### src/source/pacmanPkg.sv
`default_nettype none

package pacmanPkg;

  // 640x480 at 60 Hz with a 25 MHz pixel clock
  localparam int hVisible = 640;
  localparam int hFront = 16;
  localparam int hSync = 96;
  localparam int hBack = 48;
  localparam int hTotal = hVisible + hFront + hSync + hBack;

  localparam int vVisible = 480;
  localparam int vFront = 10;
  localparam int vSync = 2;
  localparam int vBack = 33;
  localparam int vTotal = vVisible + vFront + vSync + vBack;

  localparam int posBits = 10;     // wide enough for hTotal and vTotal

  // maze geometry, 16x16 pixel cells on a 32x32 grid
  localparam int cellShift = 4;
  localparam int gridBits = 5;
  localparam int gridMax = 27;     // playable cells are 1..gridMax

  localparam int powerUpX0 = 2;
  localparam int powerUpX1 = 27;
  localparam int powerUpY0 = 4;
  localparam int powerUpY1 = 24;

  localparam int ghostCount = 3;
  localparam int rotBits = 2;
  localparam int aiBits = 4;

  // register bus
  localparam int regAddrBits = 6;
  localparam int regDataBits = 16;
  localparam int regGhostStride = 4; // x, y, rotation, ai state

  localparam logic [regAddrBits-1:0] regGhostBase = 6'd8;
  localparam logic [regAddrBits-1:0] regFrameSync = 6'd32;
  localparam logic [regAddrBits-1:0] regPelletX = 6'd33;
  localparam logic [regAddrBits-1:0] regPelletY = 6'd34;
  localparam logic [regAddrBits-1:0] regPelletClear = 6'd35;
  localparam logic [regAddrBits-1:0] regPelletData = 6'd51; // read only

  localparam logic [aiBits-1:0] aiChase = 4'd0;
  localparam logic [aiBits-1:0] aiScatter = 4'd1;
  localparam logic [aiBits-1:0] aiFrightened = 4'd3;
  localparam logic [aiBits-1:0] aiRespawn = 4'd4;

  typedef logic [2:0] colorT;

  localparam colorT colBlack = 3'd0;  // doubles as transparent
  localparam colorT colBlue = 3'd1;
  localparam colorT colCyan = 3'd3;
  localparam colorT colRed = 3'd4;
  localparam colorT colPink = 3'd5;
  localparam colorT colPellet = 3'd6; // yellow
  localparam colorT colWhite = 3'd7;

  typedef struct packed {
    logic [posBits-1:0] hPos;
    logic [posBits-1:0] vPos;
    logic displayOn;
  } pixelPosT;

  typedef struct packed {
    logic en;
    logic [regAddrBits-1:0] addr;
    logic [regDataBits-1:0] data;
  } regWriteT;

  typedef struct packed {
    logic [gridBits-1:0] x;
    logic [gridBits-1:0] y;
  } cellT;

  typedef struct packed {
    cellT pos;
    logic [rotBits-1:0] rot;
    logic [aiBits-1:0] ai;
  } ghostStateT;

endpackage

`default_nettype wire

### src/source/videoTiming.sv
`timescale 1ns/100ps
`default_nettype none

module videoTiming (
  input  wire logic clk,
  input  wire logic rstN,
  output pacmanPkg::pixelPosT pix,
  output logic frameStart,
  output logic hsync,
  output logic vsync
);
  import pacmanPkg::*;

  localparam int hSyncStart = hVisible + hFront;
  localparam int vSyncStart = vVisible + vFront;

  logic [posBits-1:0] hPos;
  logic [posBits-1:0] vPos;

  always_ff @(posedge clk or negedge rstN) begin
    if (!rstN) begin
      hPos <= '0;
      vPos <= '0;
    end else if (hPos == posBits'(hTotal - 1)) begin
      hPos <= '0;
      vPos <= (vPos == posBits'(vTotal - 1)) ? '0 : vPos + 1'b1;
    end else begin
      hPos <= hPos + 1'b1;
    end
  end

  always_comb begin
    pix.hPos = hPos;
    pix.vPos = vPos;
    pix.displayOn = (hPos < hVisible) && (vPos < vVisible);
    hsync = !((hPos >= hSyncStart) && (hPos < hSyncStart + hSync)); // active low
    vsync = !((vPos >= vSyncStart) && (vPos < vSyncStart + vSync));
    // first pixel of vertical blank, game state may change from here
    frameStart = (hPos == '0) && (vPos == posBits'(vVisible));
  end

endmodule

`default_nettype wire

### src/source/gameRegs.sv
`timescale 1ns/100ps
`default_nettype none

module gameRegs (
  input  wire logic clk,
  input  wire logic rstN,
  input  wire logic frameStart,
  input  wire logic pelletHere,
  input  wire logic powerUpHere,
  input  wire pacmanPkg::regWriteT regWrite,
  input  wire logic [pacmanPkg::regAddrBits-1:0] regAddr,
  output logic [pacmanPkg::regDataBits-1:0] regRdata,
  output pacmanPkg::ghostStateT ghost [pacmanPkg::ghostCount],
  output pacmanPkg::cellT pelletCursor,
  output logic pelletClear
);
  import pacmanPkg::*;

  // offsets inside one ghost block
  localparam int fieldX = 0;
  localparam int fieldY = 1;
  localparam int fieldRot = 2;
  localparam int fieldAi = 3;

  logic [regDataBits-1:0] ghostReg [ghostCount][regGhostStride];
  logic [regDataBits-1:0] pelletX;
  logic [regDataBits-1:0] pelletY;
  logic frameSync;
  logic [regDataBits-1:0] rdNext;

  function automatic logic [regAddrBits-1:0] ghostAddr(input int n, input int f);
    return regAddrBits'(regGhostBase + regGhostStride * n + f);
  endfunction

  always_ff @(posedge clk or negedge rstN) begin
    if (!rstN) begin
      for (int n = 0; n < ghostCount; n++) begin
        for (int f = 0; f < regGhostStride; f++) begin
          ghostReg[n][f] <= '0;
        end
      end
      pelletX <= '0;
      pelletY <= '0;
    end else if (regWrite.en) begin
      for (int n = 0; n < ghostCount; n++) begin
        for (int f = 0; f < regGhostStride; f++) begin
          if (regWrite.addr == ghostAddr(n, f)) ghostReg[n][f] <= regWrite.data;
        end
      end
      if (regWrite.addr == regPelletX) pelletX <= regWrite.data;
      if (regWrite.addr == regPelletY) pelletY <= regWrite.data;
    end
  end

  always_ff @(posedge clk or negedge rstN) begin
    if (!rstN) begin
      frameSync <= 1'b0;
      pelletClear <= 1'b0;
    end else begin
      if (frameStart) begin
        frameSync <= 1'b1; // the frame event beats a software write
      end else if (regWrite.en && regWrite.addr == regFrameSync) begin
        frameSync <= regWrite.data[0];
      end
      pelletClear <= regWrite.en && (regWrite.addr == regPelletClear) && regWrite.data[0];
    end
  end

  always_comb begin
    rdNext = '0;
    for (int n = 0; n < ghostCount; n++) begin
      for (int f = 0; f < regGhostStride; f++) begin
        if (regAddr == ghostAddr(n, f)) rdNext = ghostReg[n][f];
      end
    end
    case (regAddr)
      regPelletX: rdNext = pelletX;
      regPelletY: rdNext = pelletY;
      regFrameSync: rdNext = regDataBits'(frameSync);
      regPelletData: rdNext = regDataBits'({powerUpHere, pelletHere});
      default: ;
    endcase
  end

  always_ff @(posedge clk or negedge rstN) begin
    if (!rstN) regRdata <= '0;
    else regRdata <= rdNext;
  end

  always_comb begin
    for (int n = 0; n < ghostCount; n++) begin
      ghost[n].pos.x = ghostReg[n][fieldX][gridBits-1:0];
      ghost[n].pos.y = ghostReg[n][fieldY][gridBits-1:0];
      ghost[n].rot = ghostReg[n][fieldRot][rotBits-1:0];
      ghost[n].ai = ghostReg[n][fieldAi][aiBits-1:0];
    end
    pelletCursor.x = pelletX[gridBits-1:0];
    pelletCursor.y = pelletY[gridBits-1:0];
  end

endmodule

`default_nettype wire

### src/source/pelletStore.sv
`timescale 1ns/100ps
`default_nettype none

module pelletStore (
  input  wire logic clk,
  input  wire logic rstN,
  input  wire pacmanPkg::pixelPosT pix,
  input  wire pacmanPkg::cellT pelletCursor,
  input  wire logic pelletClear,
  output logic pelletHere,
  output logic powerUpHere,
  output pacmanPkg::colorT color
);
  import pacmanPkg::*;

  localparam int gridCells = 1 << gridBits;
  // dot extent inside a cell, in pixels
  localparam int dotLo = 7;
  localparam int dotHi = 8;
  localparam int powerLo = 5;
  localparam int powerHi = 10;

  logic [gridCells-1:0] grid [gridCells]; // grid[y][x]
  cellT pixCell;
  logic [cellShift-1:0] offX;
  logic [cellShift-1:0] offY;
  logic onGrid;
  logic inDot;

  function automatic logic isPlayable(input int x, input int y);
    return (x >= 1) && (x <= gridMax) && (y >= 1) && (y <= gridMax);
  endfunction

  function automatic logic isPowerUpCell(input cellT c);
    return (c.x == powerUpX0 || c.x == powerUpX1) && (c.y == powerUpY0 || c.y == powerUpY1);
  endfunction

  always_ff @(posedge clk or negedge rstN) begin
    if (!rstN) begin
      for (int y = 0; y < gridCells; y++) begin
        for (int x = 0; x < gridCells; x++) begin
          grid[y][x] <= isPlayable(x, y);
        end
      end
    end else if (pelletClear) begin
      grid[pelletCursor.y][pelletCursor.x] <= 1'b0;
    end
  end

  always_comb begin
    pelletHere = grid[pelletCursor.y][pelletCursor.x];
    powerUpHere = pelletHere && isPowerUpCell(pelletCursor);
  end

  always_comb begin
    pixCell.x = pix.hPos[cellShift +: gridBits];
    pixCell.y = pix.vPos[cellShift +: gridBits];
    offX = pix.hPos[cellShift-1:0];
    offY = pix.vPos[cellShift-1:0];
    // columns past the grid must not wrap back onto it
    onGrid = ((pix.hPos >> (cellShift + gridBits)) == '0) &&
             ((pix.vPos >> (cellShift + gridBits)) == '0);
    if (isPowerUpCell(pixCell)) begin
      inDot = (offX >= powerLo) && (offX <= powerHi) && (offY >= powerLo) && (offY <= powerHi);
    end else begin
      inDot = (offX >= dotLo) && (offX <= dotHi) && (offY >= dotLo) && (offY <= dotHi);
    end
    color = (onGrid && inDot && grid[pixCell.y][pixCell.x]) ? colPellet : colBlack;
  end

endmodule

`default_nettype wire

### src/source/ghostRenderer.sv
`timescale 1ns/100ps
`default_nettype none

module ghostRenderer #(
  parameter pacmanPkg::colorT bodyColor = pacmanPkg::colRed
) (
  input  wire pacmanPkg::pixelPosT pix,
  input  wire pacmanPkg::ghostStateT ghost,
  output pacmanPkg::colorT color
);
  import pacmanPkg::*;

  // sprite layout inside the 16x16 cell
  localparam int bodyTop = 2;
  localparam int bodyBottom = 15;
  localparam int bodyLeft = 1;
  localparam int bodyRight = 14;
  localparam int eyeTop = 4;
  localparam int eyeBottom = 6;
  localparam int leftEyeLo = 3;
  localparam int leftEyeHi = 5;
  localparam int rightEyeLo = 10;
  localparam int rightEyeHi = 12;

  logic inCell;
  logic [cellShift-1:0] offX;
  logic [cellShift-1:0] offY;
  logic [cellShift-1:0] eyeX;
  logic inBody;
  logic inEye;
  colorT bodyShade;

  always_comb begin
    inCell = ((pix.hPos >> cellShift) == posBits'(ghost.pos.x)) &&
             ((pix.vPos >> cellShift) == posBits'(ghost.pos.y));
    offX = pix.hPos[cellShift-1:0];
    offY = pix.vPos[cellShift-1:0];
    eyeX = offX - cellShift'(ghost.rot[0]); // eyes look one column over

    inBody = (offY >= bodyTop) && (offY <= bodyBottom) &&
             (offX >= bodyLeft) && (offX <= bodyRight);
    inEye = (offY >= eyeTop) && (offY <= eyeBottom) &&
            (((eyeX >= leftEyeLo) && (eyeX <= leftEyeHi)) ||
             ((eyeX >= rightEyeLo) && (eyeX <= rightEyeHi)));

    case (ghost.ai)
      aiFrightened: bodyShade = colBlue;
      aiRespawn: bodyShade = colBlack; // only the eyes travel home
      default: bodyShade = bodyColor;
    endcase

    if (!inCell) begin
      color = colBlack;
    end else if (inEye) begin
      color = colWhite;
    end else if (inBody) begin
      color = bodyShade;
    end else begin
      color = colBlack;
    end
  end

endmodule

`default_nettype wire

### src/source/colorMixer.sv
`timescale 1ns/100ps
`default_nettype none

module colorMixer (
  input  wire logic clk,
  input  wire logic rstN,
  input  wire pacmanPkg::pixelPosT pix,
  input  wire pacmanPkg::colorT ghostColor [pacmanPkg::ghostCount],
  input  wire pacmanPkg::colorT pelletColor,
  output pacmanPkg::colorT rgb
);
  import pacmanPkg::*;

  colorT mixed;

  always_comb begin
    mixed = pelletColor;
    // walk from lowest priority up so ghost 0 lands on top
    for (int n = ghostCount - 1; n >= 0; n--) begin
      if (ghostColor[n] != colBlack) mixed = ghostColor[n];
    end
    if (!pix.displayOn) mixed = colBlack;
  end

  always_ff @(posedge clk or negedge rstN) begin
    if (!rstN) rgb <= colBlack;
    else rgb <= mixed;
  end

endmodule

`default_nettype wire

### src/source/pacmanVideoTop.sv
`timescale 1ns/100ps
`default_nettype none

module pacmanVideoTop (
  input  wire logic clk,
  input  wire logic rstN,
  input  wire pacmanPkg::regWriteT regWrite,
  input  wire logic [pacmanPkg::regAddrBits-1:0] regAddr,
  output logic [pacmanPkg::regDataBits-1:0] regRdata,
  output logic hsync,
  output logic vsync,
  output pacmanPkg::colorT rgb
);
  import pacmanPkg::*;

  pixelPosT pix;
  logic frameStart;
  ghostStateT ghost [ghostCount];
  cellT pelletCursor;
  logic pelletClear;
  logic pelletHere;
  logic powerUpHere;
  colorT ghostColor [ghostCount];
  colorT pelletColor;

  videoTiming timing0 (.clk, .rstN, .pix, .frameStart, .hsync, .vsync);

  gameRegs regs0 (
    .clk, .rstN, .frameStart, .pelletHere, .powerUpHere,
    .regWrite, .regAddr, .regRdata,
    .ghost, .pelletCursor, .pelletClear
  );

  pelletStore pellets0 (
    .clk, .rstN, .pix, .pelletCursor, .pelletClear,
    .pelletHere, .powerUpHere, .color(pelletColor)
  );

  ghostRenderer #(.bodyColor(colRed)) ghost0 (
    .pix, .ghost(ghost[0]), .color(ghostColor[0])
  );

  ghostRenderer #(.bodyColor(colPink)) ghost1 (
    .pix, .ghost(ghost[1]), .color(ghostColor[1])
  );

  ghostRenderer #(.bodyColor(colCyan)) ghost2 (
    .pix, .ghost(ghost[2]), .color(ghostColor[2])
  );

  colorMixer mixer0 (.clk, .rstN, .pix, .ghostColor, .pelletColor, .rgb);

endmodule

`default_nettype wire

### config.mk
export PLATFORM = sky130hd
export DESIGN_NAME = pacmanVideoTop
export DESIGN_NICKNAME = d
export VERILOG_FILES = /design/src/source/pacmanPkg.sv /design/src/source/videoTiming.sv /design/src/source/gameRegs.sv /design/src/source/pelletStore.sv /design/src/source/ghostRenderer.sv /design/src/source/colorMixer.sv /design/src/source/pacmanVideoTop.sv
export SDC_FILE = /design/constraint.sdc
export NUM_CORES = 2
export LEC_CHECK = 0
export BUFFER_PORTS_ARGS = -buffer_cell sky130_fd_sc_hd__buf_2
export CORE_MARGIN = 3
export CORE_UTILIZATION = 35
export DETAILED_ROUTE_END_ITERATION = 10
export HOLD_SLACK_MARGIN = 0.03
export SKIP_LAST_GASP = 1
export SYNTH_ARGS = -nofsm -noshare
export SYNTH_HDL_FRONTEND = slang
export SYNTH_SLANG_ARGS = --single-unit
export TNS_END_PERCENT = 50
### constraint.sdc
create_clock -name clk -period 2.88 [get_ports clk]
set_clock_uncertainty 0.05 [all_clocks]
set_input_delay 0.576 -clock clk [delete_from_list [all_inputs] [get_ports clk]]
set_output_delay 0.576 -clock clk [all_outputs]
set_load 0.01 [all_outputs]
==> flow_summary.toml <==
[timing]
rsz0062_at_grt = "true"
hold_viol_final = 0
worstMarginPinSlew_ns = 1.110
drv_slew = 0
final.period_utilization_pct = 117.7
tns_ns = -2.522
setup_viol = 6
slew_headroom_pct = 25.21
fmaxAchievable_mhz = 294.9
fin_ws_ns = -0.5111
min_period_ns = 3.391

[worst_setup_path]
crit_slowest_cell = "dfrtp_4"
worstPathCellList = "buf_12 -> buf_4 -> buf_12 -> buf_16 -> mux4_2 -> a21oi_2 -> a22oi_2 -> a211o_4 -> a211oi_4 -> buf_6 -> o311ai_4 -> a32oi_2 -> o31ai_2"
cp-end-kind = "flip-flop"
crit_path_max_incr_delay_ns = 0.54
critPathKind = "flip-flop to flip-flop"
cpMostUsedCell = "buf_12"
critPathRequiredTime_ns = 3.52
crit_path_start_kind = "flip-flop"
critical_path_buf_inv_count = 5
arrival_ns = 4.03
critical_path.max_fanout = 7
critPathTopFamily = "compound AO/OA/AOI/OAI gates"

[floorplan]
start_util_pct = 35.28
rows = 157
dieArea_mm2 = 0.1901
fp.dieW_um = 436.1
io_pins = 52
core_mm2 = 0.1835
die_y_um = 436.1

[logic_synthesis]
ys.flop_type = "dfstp_2"
synth_seq_cells = 1289
seq_area_frac_synth_pct = 51.24
ys_warn_count = 0
synth.cell_area_mm2 = 0.06473
synth_edf_count = 0
synth.area.top_cells = "dfstp_2 30%, dfrtp_1 22%, mux4_2 16%"
synth_top_area_share_pct = 29.59
synth_fp_nets = 4829
yosys.area.top_type = "dfstp_2"
ys_types = 78
syn_inst = 4785
synthArstFlopShare_pct = 100.0
postSynthAreaPerCell_um2 = 13.53

[drt]
vias_per_cell = 6.187
num_vias = 48670
wire_per_inst_um = 30.96
routed_wl_um = 243500
dr.pass1.iters = 8
drt-initial-drc-count = 5917
drcViolationCount = 0
postRouteAntennaNets = 0

[power]
power_leakage_uw = 0.03045
power_uw = 43910
peakVddDrop_v = 0.0005736
powerDensity_mw_per_mm2 = 545.7

[cells_and_area]
postLayoutCellArea_mm2 = 0.08046
syn_to_final_growth_pct = 24.29
drive_above_1_share_pct = 49.48
nets = 5301
post-route-util_pct = 43.85

[global_route]
grt_antenna_before_repair = 19
grt_max_degree = 85
grt_pass1_vias = 48930
gr-total-overflow = 0
grt_usage_pct = 25.13
grt_pass1_wl_um = 353700

[placement]
portBuffers = 51
place.gp.congestion = 0.9377
dpl_cell_area_mm2 = 0.07292
dp_slack_ns = -1.037
hpwl_um = 157900

[clocking]
htreeDepth = 4
clockBufferDepth = 3
cts.sinks = 1289
clkTransAtPathRegs_ns = 0.06
cts_buffers = 150
clk_latency_ns = 0.80
cts_tree = "yes"
root_buffer = "clkbuf_16"

[outcome]
violations = "negative setup slack"
status = "complete, but fails checks"

[hold_path]
hp-class = "primary input to flip-flop"

[job]
drv_cap = 0
## stage by stage
step / hold WS, ns / std cells
global route: 0.1584 / 7850
finish: 0.1667 / 7866
global placement: 0.4006 / 7477
floorplan: 0.2304 / 4785
CTS: 0.1266 / 7816
detailed placement: 0.4070 / 7477
## metal layers
metal | GRT usage [%] | vias to the layer above | routed length, µm
met5 | 0 | - | 27
met1 | 34.18 | 25770 | 98080
met2 | 37.02 | 2861 | 107000
li1 | - | 19320 | -
met3 | 7.143 | 709 | 25510
met4 | 11.88 | 4 | 12960
## path summary, 6_finish.rpt
path | startpoint | to | depth (start not counted) | slack, ns
worst max-delay path | timing0.vPos[4] | mixer0.rgb[1] | 13 | -0.51
worst min-delay path | regWrite[17] | regs0.pelletClear | 2 | 0.17
worst max register to register | timing0.vPos[4] | mixer0.rgb[1] | 13 | -0.51
worst min register to register | pellets0.grid[584] | pellets0.grid[584] | 1 | 0.42
max in group asynchronous | rstN | pellets0.grid[465] | 4 | 1.43
min in group asynchronous | rstN | regs0.ghostReg[166] | 2 | 0.31
## synthesized netlist by cell type (13+ instances only)
cell type and number:
nand2_1 153, nor2_1 152, nor2b_1 20, o211ai_1 28
a21boi_0 995, buf_2 71, dfrtp_1 560, o221ai_1 27
xor2_1 14, buf_4 42, clkbuf_1 324, dfstp_2 729
o22ai_1 18, xnor2_1 33, buf_6 22, o21ai_0 50
buf_1 14, a221oi_1 19, a211oi_1 16, a21oi_1 70
ha_1 13, nor3_1 30, o21a_1 29, inv_1 14
mux4_2 456, nand4_1 36, mux2_2 243, a31oi_1 14
a22oi_1 202, a22o_1 13, nand3_1 36, mux2i_1 170
## flip-flops by register name, summed over array words and instances (netlist names)
register,count
regs0.pelletX,16
regs0.pelletY,16
timing0.vPos,10
regs0.regRdata,16
timing0.hPos,10
regs0.frameSync,1
regs0.ghost,48
regs0.ghostReg,144
regs0.pelletClear,1
pellets0.grid,1024
mixer0.rgb,3
## layout by cell type, fill, tap and decap left out, types with 16 or more instances in the layout
cell type  netlist  routed
a21boi_0       995     995
dfstp_2        729     729
dfrtp_1        560     551
buf_4           42     527
mux4_2         456     456
mux2_2         243     243
mux2i_1        170     170
a22oi_1        202     161
clkbuf_16        0     154
nand2_1        153     151
buf_12           0     150
nor2_1         152     105
a21oi_1         70      57
buf_2           71      49
o21ai_0         50      44
a22oi_2          0      41
buf_6           22      38
nand4_1         36      36
nor2_4           0      36
clkbuf_1       324      36
nand3_1         36      34
xnor2_1         33      33
o21a_1          29      29
o211ai_1        28      28
clkbuf_8         0      27
o221ai_1        27      26
clkinv_2         0      25
nor3_1          30      21
o22ai_1         18      17
a221oi_1        19      17
bufinv_16        0      17
diode_2          0      16
nor2b_1         20      16
## power by group
part / switching, µW / internal (µW) / leakage [µW]
clock network: 8370 / 12100 / 0.00259
registers: 330 / 18600 / 0.0151
logic: 2730 / 1820 / 0.0127
## worst register-to-register path: stages (launching register included)
cell and delay, ns:
dfrtp_4 0.54, buf_12 0.18, buf_4 0.15, buf_12 0.12, buf_16 0.13, mux4_2 0.44
a21oi_2 0.17, a22oi_2 0.13, a211o_4 0.39, a211oi_4 0.35, buf_6 0.17, o311ai_4 0.10
a32oi_2 0.26, o31ai_2 0.09
## logic make-up (layout without fill, tap and decap cells)
kind of cell,count (synthesis),count (layout),share of synthesized area [%]
muxes,869,869,22.72
other,0,16,0
buffers and inverters,488,1089,3.466
AOI/OAI and AO/OA,1559,1559,17.84
DFF,1289,1289,51.24
adders and majority gates,13,13,0.2513
xor gates and xnor gates,47,47,0.6359
and+or+nand+nor,520,520,3.846
## cell type report
class | instances | area, µm²
Sequential cell | 1289 | 33190
Clock buffer | 214 | 4285
Clock inverter | 67 | 1035
Timing Repair Buffer | 793 | 8333
Fill cell | 16480 | 103000
Inverter | 15 | 56.30
Antenna cell | 16 | 40.04
Multi-Input combinational cell | 3008 | 30430
Tap cell | 2464 | 3083
## repair_timing
action	CTS	global route
endpoints found under the setup margin	7	35
hold buffers	1	0
gates resized for setup	174	66
gates cloned	9	3
pin swaps	67	35
endpoints found under the hold margin	19	0
buffers inserted	55	34
Power figures use the tool's default switching activity.
